## src/servo_timing_pkg.sv

```systemverilog
// Arm servo PWM timing, one period is 256 ticks of 4 clocks each
package servo_timing_pkg;

    localparam int servo_tick_div     = 4;          // Clocks per PWM tick
    localparam int servo_period_ticks = 256;        // Ticks per PWM period
    localparam int servo_ratio_width  = 8;
    localparam int servo_channels     = 4;          // Base, wrist, center, grabber

    // Ramp start ratio, also the value after reset
    localparam logic [servo_ratio_width-1:0] servo_start_ratio = 8'd5;

endpackage

```

## src/subsystem_regmap_pkg.sv

```systemverilog
// Register map and SPI frame layout of the host interface
// 6-bit addresses, 8-bit registers, unmapped addresses read as zero
package subsystem_regmap_pkg;

    localparam int reg_addr_width  = 6;             // Register address bits
    localparam int reg_data_width  = 8;             // Register data bits
    localparam int spi_frame_bits  = 16;            // Bits per cs_n frame
    localparam int spi_sync_stages = 2;             // Flops behind each SPI pin
    localparam int spi_header_bits = 8;             // R/W flag plus address
    localparam int spi_rw_bit      = 15;            // Set for read

    ////////////////////////////////////////////////////////////////////////////
    // Register addresses
    ////////////////////////////////////////////////////////////////////////////
    localparam logic [reg_addr_width-1:0] addr_id              = 6'h00; // Read only
    localparam logic [reg_addr_width-1:0] addr_scratch         = 6'h01;
    localparam logic [reg_addr_width-1:0] addr_servo_control   = 6'h02; // Servo enables
    localparam logic [reg_addr_width-1:0] addr_led_control     = 6'h03;
    localparam logic [reg_addr_width-1:0] addr_servo_position0 = 6'h04; // Base
    localparam logic [reg_addr_width-1:0] addr_servo_position1 = 6'h05; // Wrist
    localparam logic [reg_addr_width-1:0] addr_servo_position2 = 6'h06; // Center
    localparam logic [reg_addr_width-1:0] addr_servo_position3 = 6'h07; // Grabber
    localparam logic [reg_addr_width-1:0] addr_fault_status    = 6'h08; // Read only

    localparam logic [reg_data_width-1:0] id_value = 8'hA5;

    // LED control bit positions
    localparam int led_test_bit  = 0;               // Test mode
    localparam int led_fault_bit = 1;
    localparam int led_hot_bit   = 2;               // Motor hot
    localparam int led_pi_bit    = 3;               // Pi connected
    localparam int led_ps4_bit   = 4;               // PS4 connected

endpackage
```

## src/fpga_subsystem.sv

```systemverilog
// Host side of the robot FPGA, SPI registers, arm servos and status LEDs
// reset_n comes from the board, everything runs on clock
module fpga_subsystem (
    input  logic        clock,
    input  logic        reset_n,
    input  logic        spi_clock,
    input  logic        cs_n,
    input  logic        mosi,
    output logic        miso,
    input  logic [3:0]  motor_fault,
    output logic [servo_timing_pkg::servo_channels-1:0] servo_pwm,
    output logic        status_fault,
    output logic        status_pi,
    output logic        status_ps4,
    output logic        status_debug
);

    logic [subsystem_regmap_pkg::reg_addr_width-1:0] address;
    logic [subsystem_regmap_pkg::reg_data_width-1:0] wr_data, rd_data;
    logic       write_en, read_en;
    logic [3:0] servo_enable;
    logic [7:0] servo_position0, servo_position1, servo_position2, servo_position3;

    ////////////////////////////////////////////////////////////////////////////
    // Host port and registers
    ////////////////////////////////////////////////////////////////////////////
    spi_target spi0 (
        .clock(clock), .reset_n(reset_n),
        .spi_clock(spi_clock), .cs_n(cs_n), .mosi(mosi), .miso(miso),
        .address(address), .write_en(write_en), .wr_data(wr_data),
        .read_en(read_en), .rd_data(rd_data)
    );

    reg_file regs0 (
        .clock(clock), .reset_n(reset_n),
        .address(address), .write_en(write_en), .wr_data(wr_data),
        .read_en(read_en), .rd_data(rd_data),
        .motor_fault(motor_fault), .servo_enable(servo_enable),
        .servo_position0(servo_position0), .servo_position1(servo_position1),
        .servo_position2(servo_position2), .servo_position3(servo_position3),
        .status_fault(status_fault), .status_pi(status_pi),
        .status_ps4(status_ps4), .status_debug(status_debug)
    );

    ////////////////////////////////////////////////////////////////////////////
    // Arm servos
    ////////////////////////////////////////////////////////////////////////////
    servo_bank servos0 (
        .clock(clock), .reset_n(reset_n), .servo_enable(servo_enable),
        .servo_position0(servo_position0), .servo_position1(servo_position1),
        .servo_position2(servo_position2), .servo_position3(servo_position3),
        .servo_pwm(servo_pwm)
    );

endmodule

```

## src/servo_bank.sv

```systemverilog
// Four arm servos sharing one PWM tick, base and center are ramped
module servo_bank (
    input  logic        clock,
    input  logic        reset_n,
    input  logic [servo_timing_pkg::servo_channels-1:0]    servo_enable,
    input  logic [servo_timing_pkg::servo_ratio_width-1:0] servo_position0,
    input  logic [servo_timing_pkg::servo_ratio_width-1:0] servo_position1,
    input  logic [servo_timing_pkg::servo_ratio_width-1:0] servo_position2,
    input  logic [servo_timing_pkg::servo_ratio_width-1:0] servo_position3,
    output logic [servo_timing_pkg::servo_channels-1:0]    servo_pwm
);

    logic [$clog2(servo_timing_pkg::servo_tick_div)-1:0] div_count;
    logic tick;

    always_ff @(posedge clock or negedge reset_n) begin
        if (!reset_n) begin
            div_count <= '0;
            tick      <= 1'b0;
        end else begin
            tick <= (div_count == servo_timing_pkg::servo_tick_div - 1);
            if (div_count == servo_timing_pkg::servo_tick_div - 1) begin
                div_count <= '0;
            end else begin
                div_count <= div_count + 1'b1;
            end
        end
    end

    servo_channel #(.ramp_enable(1'b1)) base_servo (    // Ramped
        .clock(clock), .reset_n(reset_n), .tick(tick), .enable(servo_enable[0]),
        .target_ratio(servo_position0), .servo_pwm(servo_pwm[0])
    );

    servo_channel #(.ramp_enable(1'b0)) wrist_servo (   // Direct
        .clock(clock), .reset_n(reset_n), .tick(tick), .enable(servo_enable[1]),
        .target_ratio(servo_position1), .servo_pwm(servo_pwm[1])
    );

    servo_channel #(.ramp_enable(1'b1)) center_servo (  // Ramped
        .clock(clock), .reset_n(reset_n), .tick(tick), .enable(servo_enable[2]),
        .target_ratio(servo_position2), .servo_pwm(servo_pwm[2])
    );

    servo_channel #(.ramp_enable(1'b0)) grabber_servo ( // Direct
        .clock(clock), .reset_n(reset_n), .tick(tick), .enable(servo_enable[3]),
        .target_ratio(servo_position3), .servo_pwm(servo_pwm[3])
    );

endmodule

```

## src/servo_channel.sv

```systemverilog
// One servo PWM output, ratio in ticks out of a 256 tick period
// Ratio loads only at period start, ramped version steps one per period
module servo_channel #(
    parameter bit ramp_enable = 1'b0                // 1 ramps toward target
) (
    input  logic        clock,
    input  logic        reset_n,
    input  logic        tick,                       // One clock every tick_div
    input  logic        enable,
    input  logic [servo_timing_pkg::servo_ratio_width-1:0] target_ratio,
    output logic        servo_pwm
);

    logic [$clog2(servo_timing_pkg::servo_period_ticks)-1:0] count;
    logic [servo_timing_pkg::servo_ratio_width-1:0] ratio, next_ratio;
    logic running;                                  // First tick seen since enable

    always_comb begin
        if (!ramp_enable) begin
            next_ratio = target_ratio;
        end else if (ratio < target_ratio) begin
            next_ratio = ratio + 1'b1;
        end else if (ratio > target_ratio) begin
            next_ratio = ratio - 1'b1;
        end else begin
            next_ratio = ratio;                     // Holds once there
        end
    end

    always_ff @(posedge clock or negedge reset_n) begin
        if (!reset_n) begin
            count   <= '0;
            running <= 1'b0;
            ratio   <= servo_timing_pkg::servo_start_ratio;
        end else if (!enable) begin
            count   <= '0;                          // Parked at period start
            running <= 1'b0;
            ratio   <= ramp_enable ? servo_timing_pkg::servo_start_ratio : target_ratio;
        end else if (tick) begin
            running <= 1'b1;
            if (running) begin
                if (count == servo_timing_pkg::servo_period_ticks - 1) begin
                    count <= '0;
                    ratio <= next_ratio;            // New period, new ratio
                end else begin
                    count <= count + 1'b1;
                end
            end
        end
    end

    // First period starts on a tick so its width is exact
    assign servo_pwm = enable && running && (count < ratio);

    if (ramp_enable) begin : g_ramp_check
        // A ramped servo never jumps while enabled
        assert property (@(posedge clock) disable iff (!reset_n)
            ($past(enable) && ratio != $past(ratio)) |->
            (ratio == $past(ratio) + 1'b1 || ratio == $past(ratio) - 1'b1))
            else $error("ramped servo ratio jumped");
    end

endmodule

```

## src/reg_file.sv

```systemverilog
// Configuration and status registers, every access completes in one cycle
// Writes to read-only or unmapped addresses are ignored
module reg_file (
    input  logic        clock,
    input  logic        reset_n,
    input  logic [subsystem_regmap_pkg::reg_addr_width-1:0] address,
    input  logic        write_en,
    input  logic [subsystem_regmap_pkg::reg_data_width-1:0] wr_data,
    input  logic        read_en,
    output logic [subsystem_regmap_pkg::reg_data_width-1:0] rd_data,
    input  logic [3:0]  motor_fault,                // Async, from motor drivers
    output logic [3:0]  servo_enable,
    output logic [7:0]  servo_position0,
    output logic [7:0]  servo_position1,
    output logic [7:0]  servo_position2,
    output logic [7:0]  servo_position3,
    output logic        status_fault,
    output logic        status_pi,
    output logic        status_ps4,
    output logic        status_debug
);

    logic [7:0] scratch, servo_control, led_control;
    logic [3:0] fault_meta, fault_sync;

    always_ff @(posedge clock or negedge reset_n) begin
        if (!reset_n) begin
            scratch         <= '0;
            servo_control   <= '0;
            led_control     <= '0;
            servo_position0 <= '0;
            servo_position1 <= '0;
            servo_position2 <= '0;
            servo_position3 <= '0;
        end else if (write_en) begin
            case (address)
                subsystem_regmap_pkg::addr_scratch:         scratch         <= wr_data;
                subsystem_regmap_pkg::addr_servo_control:   servo_control   <= wr_data;
                subsystem_regmap_pkg::addr_led_control:     led_control     <= wr_data;
                subsystem_regmap_pkg::addr_servo_position0: servo_position0 <= wr_data;
                subsystem_regmap_pkg::addr_servo_position1: servo_position1 <= wr_data;
                subsystem_regmap_pkg::addr_servo_position2: servo_position2 <= wr_data;
                subsystem_regmap_pkg::addr_servo_position3: servo_position3 <= wr_data;
                default: ;                          // ID, fault status, unmapped
            endcase
        end
    end

    ////////////////////////////////////////////////////////////////////////////
    // Read mux, registered on the strobe
    ////////////////////////////////////////////////////////////////////////////
    always_ff @(posedge clock or negedge reset_n) begin
        if (!reset_n) begin
            rd_data <= '0;
        end else if (read_en) begin
            case (address)
                subsystem_regmap_pkg::addr_id:              rd_data <= subsystem_regmap_pkg::id_value;
                subsystem_regmap_pkg::addr_scratch:         rd_data <= scratch;
                subsystem_regmap_pkg::addr_servo_control:   rd_data <= servo_control;
                subsystem_regmap_pkg::addr_led_control:     rd_data <= led_control;
                subsystem_regmap_pkg::addr_servo_position0: rd_data <= servo_position0;
                subsystem_regmap_pkg::addr_servo_position1: rd_data <= servo_position1;
                subsystem_regmap_pkg::addr_servo_position2: rd_data <= servo_position2;
                subsystem_regmap_pkg::addr_servo_position3: rd_data <= servo_position3;
                subsystem_regmap_pkg::addr_fault_status:    rd_data <= {4'b0, fault_sync};
                default:                                    rd_data <= '0;
            endcase
        end
    end

    always_ff @(posedge clock or negedge reset_n) begin
        if (!reset_n) begin
            fault_meta <= '0;
            fault_sync <= '0;
        end else begin
            fault_meta <= motor_fault;              // Two flop synchronizer
            fault_sync <= fault_meta;
        end
    end

    ////////////////////////////////////////////////////////////////////////////
    // Servo enables and status LEDs
    ////////////////////////////////////////////////////////////////////////////
    assign servo_enable = servo_control[3:0];       // Upper bits stored only

    always_comb begin
        if (led_control[subsystem_regmap_pkg::led_test_bit]) begin
            status_fault = led_control[subsystem_regmap_pkg::led_fault_bit];
            status_pi    = 1'b1;
            status_ps4   = 1'b1;
            status_debug = led_control[subsystem_regmap_pkg::led_hot_bit];
        end else begin
            status_fault = |fault_sync;             // Live fault state
            status_pi    = led_control[subsystem_regmap_pkg::led_pi_bit];
            status_ps4   = led_control[subsystem_regmap_pkg::led_ps4_bit];
            status_debug = 1'b1;
        end
    end

    // Target needs a full header byte between read strobes
    assert property (@(posedge clock) disable iff (!reset_n) read_en |=> !read_en)
        else $error("read strobe on back to back cycles");

endmodule

```

## src/spi_target.sv

```systemverilog
// SPI mode 0 target, 16-bit frames MSB first, spi_clock at most clock / 8
// A frame cut short by cs_n is dropped and never writes
module spi_target (
    input  logic        clock,
    input  logic        reset_n,
    input  logic        spi_clock,                  // Host clock, async
    input  logic        cs_n,
    input  logic        mosi,
    output logic        miso,
    output logic [subsystem_regmap_pkg::reg_addr_width-1:0] address,
    output logic        write_en,
    output logic [subsystem_regmap_pkg::reg_data_width-1:0] wr_data,
    output logic        read_en,
    input  logic [subsystem_regmap_pkg::reg_data_width-1:0] rd_data
);

    logic [subsystem_regmap_pkg::spi_sync_stages-1:0] clk_sync, cs_sync, mosi_sync;
    logic        clk_prev;                          // Last synced spi_clock
    logic        cs_active, rise, fall;
    logic        mosi_s;
    logic [subsystem_regmap_pkg::spi_frame_bits-1:0] shift;
    logic [$clog2(subsystem_regmap_pkg::spi_frame_bits)-1:0] bit_cnt;
    logic [subsystem_regmap_pkg::spi_header_bits-1:0] header_next;
    logic        read_frame;                        // Current frame is a read
    logic [2:0]  wr_pipe;                           // Write strobe delay
    logic        rd_load;
    logic [subsystem_regmap_pkg::reg_data_width-1:0] tx_shift;

    ////////////////////////////////////////////////////////////////////////////
    // Pin synchronizers and edge detect
    ////////////////////////////////////////////////////////////////////////////
    always_ff @(posedge clock or negedge reset_n) begin
        if (!reset_n) begin
            clk_sync  <= '0;
            cs_sync   <= '1;                        // Deselected
            mosi_sync <= '0;
            clk_prev  <= 1'b0;
        end else begin
            clk_sync  <= {clk_sync[$high(clk_sync)-1:0], spi_clock};
            cs_sync   <= {cs_sync[$high(cs_sync)-1:0], cs_n};
            mosi_sync <= {mosi_sync[$high(mosi_sync)-1:0], mosi};
            clk_prev  <= clk_sync[$high(clk_sync)];
        end
    end

    assign cs_active = !cs_sync[$high(cs_sync)];
    assign rise      = cs_active && clk_sync[$high(clk_sync)] && !clk_prev;
    assign fall      = cs_active && !clk_sync[$high(clk_sync)] && clk_prev;
    assign mosi_s    = mosi_sync[$high(mosi_sync)];
    assign header_next = {shift[subsystem_regmap_pkg::spi_header_bits-2:0], mosi_s};

    always_ff @(posedge clock) begin
        if (rise) begin
            shift <= {shift[subsystem_regmap_pkg::spi_frame_bits-2:0], mosi_s};
        end
    end

    ////////////////////////////////////////////////////////////////////////////
    // Frame control and register strobes
    ////////////////////////////////////////////////////////////////////////////
    always_ff @(posedge clock or negedge reset_n) begin
        if (!reset_n) begin
            bit_cnt    <= '0;
            read_frame <= 1'b0;
            address    <= '0;
            read_en    <= 1'b0;
            wr_pipe    <= '0;
        end else begin
            read_en <= 1'b0;
            wr_pipe <= {wr_pipe[1:0], 1'b0};
            if (!cs_active) begin
                bit_cnt    <= '0;                   // Aborts a partial frame
                read_frame <= 1'b0;
            end else if (rise) begin
                bit_cnt <= bit_cnt + 1'b1;          // Wraps after bit 16
                if (bit_cnt == subsystem_regmap_pkg::spi_header_bits - 1) begin
                    read_frame <= header_next[subsystem_regmap_pkg::spi_rw_bit
                                              - subsystem_regmap_pkg::spi_header_bits];
                    read_en    <= header_next[subsystem_regmap_pkg::spi_rw_bit
                                              - subsystem_regmap_pkg::spi_header_bits];
                    address    <= header_next[subsystem_regmap_pkg::reg_addr_width-1:0];
                end
                if (bit_cnt == subsystem_regmap_pkg::spi_frame_bits - 1) begin
                    wr_pipe[0] <= !read_frame;
                end
            end
        end
    end

    assign write_en = wr_pipe[2];                   // 3 clocks after last rise
    assign wr_data  = shift[subsystem_regmap_pkg::reg_data_width-1:0];

    ////////////////////////////////////////////////////////////////////////////
    // Read data out, changes on falling spi_clock
    ////////////////////////////////////////////////////////////////////////////
    always_ff @(posedge clock) begin
        if (rd_load) begin
            tx_shift <= rd_data;
        end else if (fall) begin
            tx_shift <= {tx_shift[$high(tx_shift)-1:0], 1'b0};
        end
    end

    always_ff @(posedge clock or negedge reset_n) begin
        if (!reset_n) begin
            rd_load <= 1'b0;
            miso    <= 1'b0;
        end else begin
            rd_load <= read_en;                     // rd_data valid now
            if (!cs_active) begin
                miso <= 1'b0;
            end else if (fall) begin
                miso <= read_frame && (bit_cnt >= subsystem_regmap_pkg::spi_header_bits)
                        && tx_shift[$high(tx_shift)];
            end
        end
    end

    // Read strobe comes mid-frame, write strobe after the frame
    assert property (@(posedge clock) disable iff (!reset_n) !(write_en && read_en))
        else $error("read and write strobes together");

endmodule

```

## config.mk

```make
export PLATFORM = sky130hd
export DESIGN_NAME = fpga_subsystem
export DESIGN_NICKNAME = d
export VERILOG_FILES = /design/src/servo_timing_pkg.sv /design/src/subsystem_regmap_pkg.sv /design/src/fpga_subsystem.sv /design/src/servo_bank.sv /design/src/servo_channel.sv /design/src/reg_file.sv /design/src/spi_target.sv
export SDC_FILE = /design/constraint.sdc
export NUM_CORES = 1
export LEC_CHECK = 0
export BUFFER_PORTS_ARGS = -buffer_cell sky130_fd_sc_hd__buf_2
export CAP_MARGIN = 0
export CORE_MARGIN = 8
export CORE_UTILIZATION = 29
export CTS_BUF_LIST = sky130_fd_sc_hd__clkbuf_4 sky130_fd_sc_hd__clkbuf_8 sky130_fd_sc_hd__clkbuf_16
export DETAILED_ROUTE_END_ITERATION = 7
export PLACE_DENSITY = 0.52
export SYNTH_ARGS = -nofsm -noshare
export SYNTH_HDL_FRONTEND = slang
export SYNTH_SLANG_ARGS = --single-unit
```

## constraint.sdc

```tcl
create_clock -name clock -period 3.6 [get_ports clock]
set_clock_uncertainty 0.05 [all_clocks]
set_input_delay 0.36 -clock clock [delete_from_list [all_inputs] [get_ports clock]]
set_output_delay 0.36 -clock clock [all_outputs]
set_load 0.03 [all_outputs]
```

==> results.py, run 1 <==
metrics = {
    "run_status": {
        "outcome": "finished, final reports clean",
    },
    "clock_tree": {
        "clk_path_buf_depth": 2,
        "cts_setup_buffers": 0,
        "cts_buffers": 17,
        "path_clk_slew_ps": 80,
        "ctsResizeCount": 0,
        "cts_root_buf": "clkbuf_16",
        "numClockSinks": 183,
        "cts_tree": "done",
        "htree_levels": 4,
        "clock_latency_ps": 440,
    },
    "floorplan": {
        "core_um2": 31560,
        "die_h_um": 195.1,
        "start_util_pct": 29.48,
        "std_cell_rows": 65,
        "io_pins": 18,
        "fp.dieArea_um2": 38070,
        "die_w_um": 195.1,
    },
    "timing": {
        "finalHoldViolCount": 0,
        "holdWs_ps": 301.8,
        "report.final.slew_viol_count": 0,
        "post-route-min-period_ps": 3202,
        "setup_slack_ps": 398.0,
        "rsz0062_at_grt": "no",
        "finalSetupViolCount": 0,
        "fin_setup_tns_ps": 0,
        "tightest_slew_ps": 850.3,
        "maxSlewHeadroom_pct": 43.31,
        "fin_crit_sh_pct": 88.94,
        "max_freq_mhz": 312.3,
    },
    "place": {
        "post-place-ws_ps": 424.9,
        "numPortBuffers": 17,
        "place_congestion": 0.7777,
        "dp.final_hpwl_um": 14040,
    },
    "routing": {
        "drt-initial-drc-count": 424,
        "via_per_inst": 4.737,
        "wl_per_cell_um": 15.68,
        "ant_nets": 0,
        "wl_um": 20130,
        "drc_errors": 0,
        "dr_total_vias": 6082,
        "drt_pass1_iterations": 4,
    },
    "yosys": {
        "yosys_register_bits": 183,
        "synth.distinct_cells": 65,
        "synth_edf_count": 16,
        "synth-async-reset-ratio_pct": 91.26,
        "ys.flop_type": "dfrtp_1",
        "synthesis.nets": 921,
        "synth_area_um2": 9303,
        "netlist_instances": 847,
        "synth_warnings": 0,
        "syn_area_per_cell_um2": 10.98,
        "seq_area_frac_synth_pct": 50.22,
    },
    "worst_setup_path": {
        "critPathLaunchType": "register",
        "critical_path_class": "reg2reg",
        "critPathArrivalTime_ps": 3500,
        "cp_max_fo": 6,
        "end_kind": "register",
        "regToRegSetupSlack_ps": 400,
        "critPathRequiredTime_ps": 3900,
    },
    "min_path": {
        "min_path_type": "reg2reg",
    },
    "finish": {
        "finish.utilization_pct": 33.37,
        "final_common_cell": "dfrtp_1",
        "layout_common_cells": "157 x dfrtp_1, 71 x mux2_2, 68 x nand2_1, 63 x inv_1, 63 x ha_1",
        "antenna_cells": 0,
        "syn2layout_area_growth_pct": 13.19,
        "finalNetCount": 943,
        "drive_above_1_share_pct": 18.59,
    },
    "grt": {
        "grt_pass1_wl_um": 34160,
        "grt_pass1_vias": 6328,
        "grt-ovfl-total": 0,
        "grt_max_degree": 87,
        "grtUsageTotal_pct": 11.06,
        "antenna_found_initial": 0,
    },
    "flow_run": {
        "maxCapViolCount": 0,
    },
    "power": {
        "power.density_nw_per_um2": 393.5,
        "irDropWorstVdd_mv": 0.2301,
        "p_leak_uw": 0.004535,
    },
}
[cell families (layout without fill, tap and decap cells)]
family | after synthesis | after routing | synth area share (%)
compound gates | 169 | 169 | 11.69
xor+xnor | 35 | 35 | 3.295
fa+ha+maj | 65 | 65 | 8.904
buf+inv | 97 | 132 | 4.533
flops | 183 | 183 | 50.22
mux | 78 | 78 | 9.765
simple gates | 220 | 220 | 11.59
[worst paths after layout]
| kind | from | end | cells past startpoint |
|---|---|---|---|
| worst max-delay path | regs0.servo_position2[5] | servos0.center_servo.ratio[7] | 15 |
| min in group asynchronous | reset_n | spi0.bit_cnt[0] | 2 |
| max in group asynchronous | reset_n | servos0.grabber_servo.ratio[2] | 3 |
| worst min register to register | spi0.wr_pipe[1] | spi0.wr_pipe[2] | 0 |
| worst max register to register | regs0.servo_position2[5] | servos0.center_servo.ratio[7] | 15 |
| worst min-delay path | spi0.wr_pipe[1] | spi0.wr_pipe[2] | 0 |
[layout make-up]
class	count	area (µm²)
clock buffers	17	425.4
repair buffers	37	274.0
flip-flops and latches	183	4672
clock inverters	15	210.2
well taps	402	503.0
fillers	3174	21030
inverters	63	236.5
multi-input cells	567	4209
[through the flow]
step                      cells  power (µW)  cell area (µm²)
after floorplan             847        2155             9303
after CTS                  1284        4210            10530
final                      1284        4143            10530
after global routing       1284        4299            10530
after global placement     1244        2212             9814
after detailed placement   1244        2213             9814
[cells in the mapped netlist (all sizes together) (3+ instances only)]
library cell | number | area, µm²
nand2 | 71 | 274.0
mux4 | 3 | 67.56
a21oi | 38 | 190.2
xor2 | 14 | 122.6
mux2 | 72 | 810.8
or3 | 9 | 56.30
a21boi | 11 | 82.58
and2 | 10 | 62.56
clkbuf | 12 | 45.04
a221oi | 8 | 70.07
inv | 63 | 236.5
nand4 | 10 | 62.56
ha | 63 | 788.3
xnor2 | 21 | 183.9
o21a | 8 | 60.06
a211o | 4 | 35.03
o22ai | 4 | 25.02
a21o | 9 | 67.56
nand2b | 11 | 68.82
o31ai | 3 | 27.52
dfrtp | 157 | 3929
nand3 | 39 | 207.7
and3 | 3 | 18.77
edfxtp | 16 | 480.5
nor2b | 12 | 75.07
buf | 22 | 140.1
a31oi | 9 | 62.56
nor2 | 45 | 173.9
mux2i | 3 | 30.03
o21ai | 58 | 309.1
dfstp | 10 | 262.8
[what timing repair did]
action,4_1_cts,5_1_grt
hold buffers,8,0
setup endpoints to repair,0,0
endpoints found under the hold margin,40,0
[per-layer routing]
metal	up-vias	wire length, µm	GRT usage, %
li1	3005	-	-
met1	2995	10090	15.43
met2	64	9284	17.42
met3	18	487	1.771
met4	0	272	3.285
met5	-	0	0
[worst max-delay path, cell delays in order (launching register included)]
cell,delay (ps)
dfrtp_1,370
inv_1,50
ha_1,300
a21oi_1,150
nor2_1,70
a211oi_2,230
a21boi_1,230
inv_1,150
ha_1,300
a21oi_1,160
nor2b_1,80
a311oi_1,410
a21oi_1,130
xor2_1,220
nand3_1,120
o221ai_2,100
[power by group]
group	switching, µW	total (µW)	leakage [µW]	internal, µW
Clock	997	1970	0.000307	972
Combinational	48.5	66.7	0.00182	18.1
Sequential	13.7	2110	0.00241	2090
No activity file was read; power rests on OpenSTA's default activity.
==> run 2, diff against run 1 <==
--- a/config.mk
+++ b/config.mk
@@ -14,4 +14,5 @@
 export PLACE_DENSITY = 0.52
 export SYNTH_ARGS = -nofsm -noshare
 export SYNTH_HDL_FRONTEND = slang
+export SYNTH_HIERARCHICAL = 1
 export SYNTH_SLANG_ARGS = --single-unit
==> results.py, run 2 <==
metrics = {
    "place": {
        "numPortBuffers": 17,
        "dp.final_hpwl_um": 14380,
        "placed_area_um2": 10210,
        "post-place-ws_ps": 289.5,
        "place_congestion": 0.7963,
    },
    "grt": {
        "antenna_found_initial": 0,
        "grt-ovfl-total": 0,
        "grtUsageTotal_pct": 10.87,
        "grt_pass1_vias": 6235,
        "grt_pass1_wl_um": 34170,
        "grt_max_degree": 72,
    },
    "clock_tree": {
        "cts_setup_buffers": 0,
        "cts_buffers": 17,
        "clk_path_buf_depth": 2,
        "cts_hold_buffers": 8,
        "path_clk_slew_ps": 100,
        "cts_tree": "done",
        "ctsResizeCount": 0,
        "htree_levels": 4,
        "cts_root_buf": "clkbuf_16",
        "clock_latency_ps": 440,
        "numClockSinks": 183,
    },
    "yosys": {
        "synth_warnings": 6,
        "synth-async-reset-ratio_pct": 91.26,
        "ys.flop_type": "dfrtp_1",
        "synth_top_area_share_pct": 40.55,
        "synth_compound_area_share_pct": 11.40,
        "muxShareOfSynthArea_pct": 10.65,
        "yosys_register_bits": 183,
        "synthAdderAreaFrac_pct": 8.550,
        "synth_edf_count": 16,
        "synth_top_family_by_area": "simple AND/OR/NAND/NOR gates",
        "synthesis.nets": 912,
        "synth.area.top_cells": "dfrtp_1 41%, mux2_2 8.5%, ha_1 8.1%",
        "seq_area_frac_synth_pct": 48.22,
        "synth_area_um2": 9688,
        "post_synth_and_or_nand_nor_area_fraction_pct": 13.73,
        "post-synth-top-count-cell": "dfrtp_1",
        "synth.distinct_cells": 84,
        "ys_top_cells_by_count": "157 x dfrtp_1, 73 x mux2_2, 63 x ha_1",
        "synthXorXnorAreaFrac_pct": 3.074,
        "yosys.area.top_type": "dfrtp_1",
        "syn_area_per_cell_um2": 11.56,
        "netlist_instances": 838,
    },
    "finish": {
        "finalInstanceArea_um2": 10950,
        "multi_input_area_um2": 4593,
        "fill_cells": 3419,
        "finalNetCount": 936,
        "seq_area_um2": 4672,
        "final_common_cell": "dfrtp_1",
        "drive_above_1_share_pct": 21.37,
        "layout_common_cells": "157 x dfrtp_1, 73 x mux2_2, 63 x ha_1, 59 x inv_1, 52 x nand2_1",
        "antenna_cells": 0,
        "syn2layout_area_growth_pct": 13.02,
    },
    "worst_setup_path": {
        "cp_max_fo": 6,
        "critical_path_class": "reg2reg",
        "critPathLaunchType": "register",
        "critPathRequiredTime_ps": 3900,
        "critPathArrivalTime_ps": 3620,
        "end_kind": "register",
    },
    "power": {
        "irDropWorstVdd_mv": 0.2333,
        "power.density_nw_per_um2": 385.3,
        "p_leak_uw": 0.004664,
    },
    "floorplan": {
        "die_h_um": 198.8,
        "start_util_pct": 29.18,
        "io_pins": 18,
        "std_cell_rows": 67,
        "fp.dieArea_um2": 39510,
        "core_um2": 33200,
        "die_w_um": 198.8,
    },
    "run_status": {
        "outcome": "finished, final reports clean",
    },
    "routing": {
        "dr_total_vias": 6167,
        "wl_per_cell_um": 15.42,
        "via_per_inst": 4.661,
        "drt-initial-drc-count": 300,
        "wl_um": 20400,
        "drc_errors": 0,
        "drt_pass1_iterations": 7,
        "ant_nets": 0,
    },
    "timing": {
        "finalSetupViolCount": 0,
        "finalHoldViolCount": 0,
        "fin_setup_tns_ps": 0,
        "holdWs_ps": 305.8,
        "tightest_slew_ps": 1036,
        "post-route-min-period_ps": 3317,
        "setup_slack_ps": 283.1,
        "fin_crit_sh_pct": 92.14,
        "maxSlewHeadroom_pct": 30.95,
        "rsz0062_at_grt": "no",
        "max_freq_mhz": 301.5,
        "report.final.slew_viol_count": 0,
    },
    "flow_run": {
        "maxCapViolCount": 0,
    },
    "min_path": {
        "min_path_type": "reg2reg",
    },
}
==> run 2: cells by family after synthesis <==
| family | after synthesis |
|---|---|
| AO/OA/AOI/OAI | 159 |
| XOR/XNOR | 34 |
| adder cells (fa/ha/maj) | 65 |
| buffers and inverters | 85 |
| flip-flops | 183 |
| multiplexers | 88 |
| AND/OR/NAND/NOR | 224 |
==> run 2: critical path: stages, from the launching register on <==
cell,delay (ps)
dfrtp_1,370
inv_1,50
ha_1,320
nand2_2,110
nor2_1,50
a211oi_1,290
a21boi_2,290
inv_1,150
ha_1,350
a21oi_1,160
nor2b_1,60
a311oi_1,400
a21oi_1,140
xor2_1,230
nand3_1,130
o221ai_2,80
==> run 2: routing by layer <==
layer,track usage (%),wire length [µm]
met5,0,0
met3,1.946,427
met2,16.68,9245
met1,15.32,10370
met4,3.486,359
==> run 2: metrics by stage <==
stage	utilization, %	power (µW)	cells
2_1_floorplan	-	2157	838
3_3_place_gp	30.75	2217	1283
3_5_place_dp	30.75	2217	1283
4_1_cts	32.98	4285	1323
5_1_grt	32.98	4371	1323
6_report	32.98	4219	1323
==> run 2: report_power, final <==
part | internal [µW] | switching [µW] | leakage [µW]
registers | 2090 | 16.7 | 0.00241
clock network | 1000 | 1040 | 0.000316
logic | 20.5 | 46.3 | 0.00194
total | 3120 | 1100 | 0.00466
==> run 2: final timing paths <==
path | start | to | slack [ps] | cells past startpoint
setup / recovery | regs0/servo_position2[7] | servos0/center_servo/ratio[7] | 280 | 15
hold / removal | regs0/fault_meta[0] | regs0/fault_sync[0] | 310 | 0
setup reg to reg | regs0/servo_position2[7] | servos0/center_servo/ratio[7] | 280 | 15
hold reg to reg | regs0/fault_meta[0] | regs0/fault_sync[0] | 310 | 0
max in group asynchronous | reset_n | servos0/grabber_servo/ratio[2] | 2240 | 3
min in group asynchronous | reset_n | servos0/base_servo/count[7] | 480 | 2
==> run 2: cell type report <==
| type | count | share of cell area (%) |
|---|---|---|
| clock inverters | 15 | 2.148 |
| well taps | 448 | 5.119 |
| multi-input cells | 570 | 41.95 |
| inverters | 59 | 2.023 |
| flip-flops and latches | 183 | 42.67 |
| clock buffers | 17 | 3.885 |
| repair buffers | 31 | 2.205 |
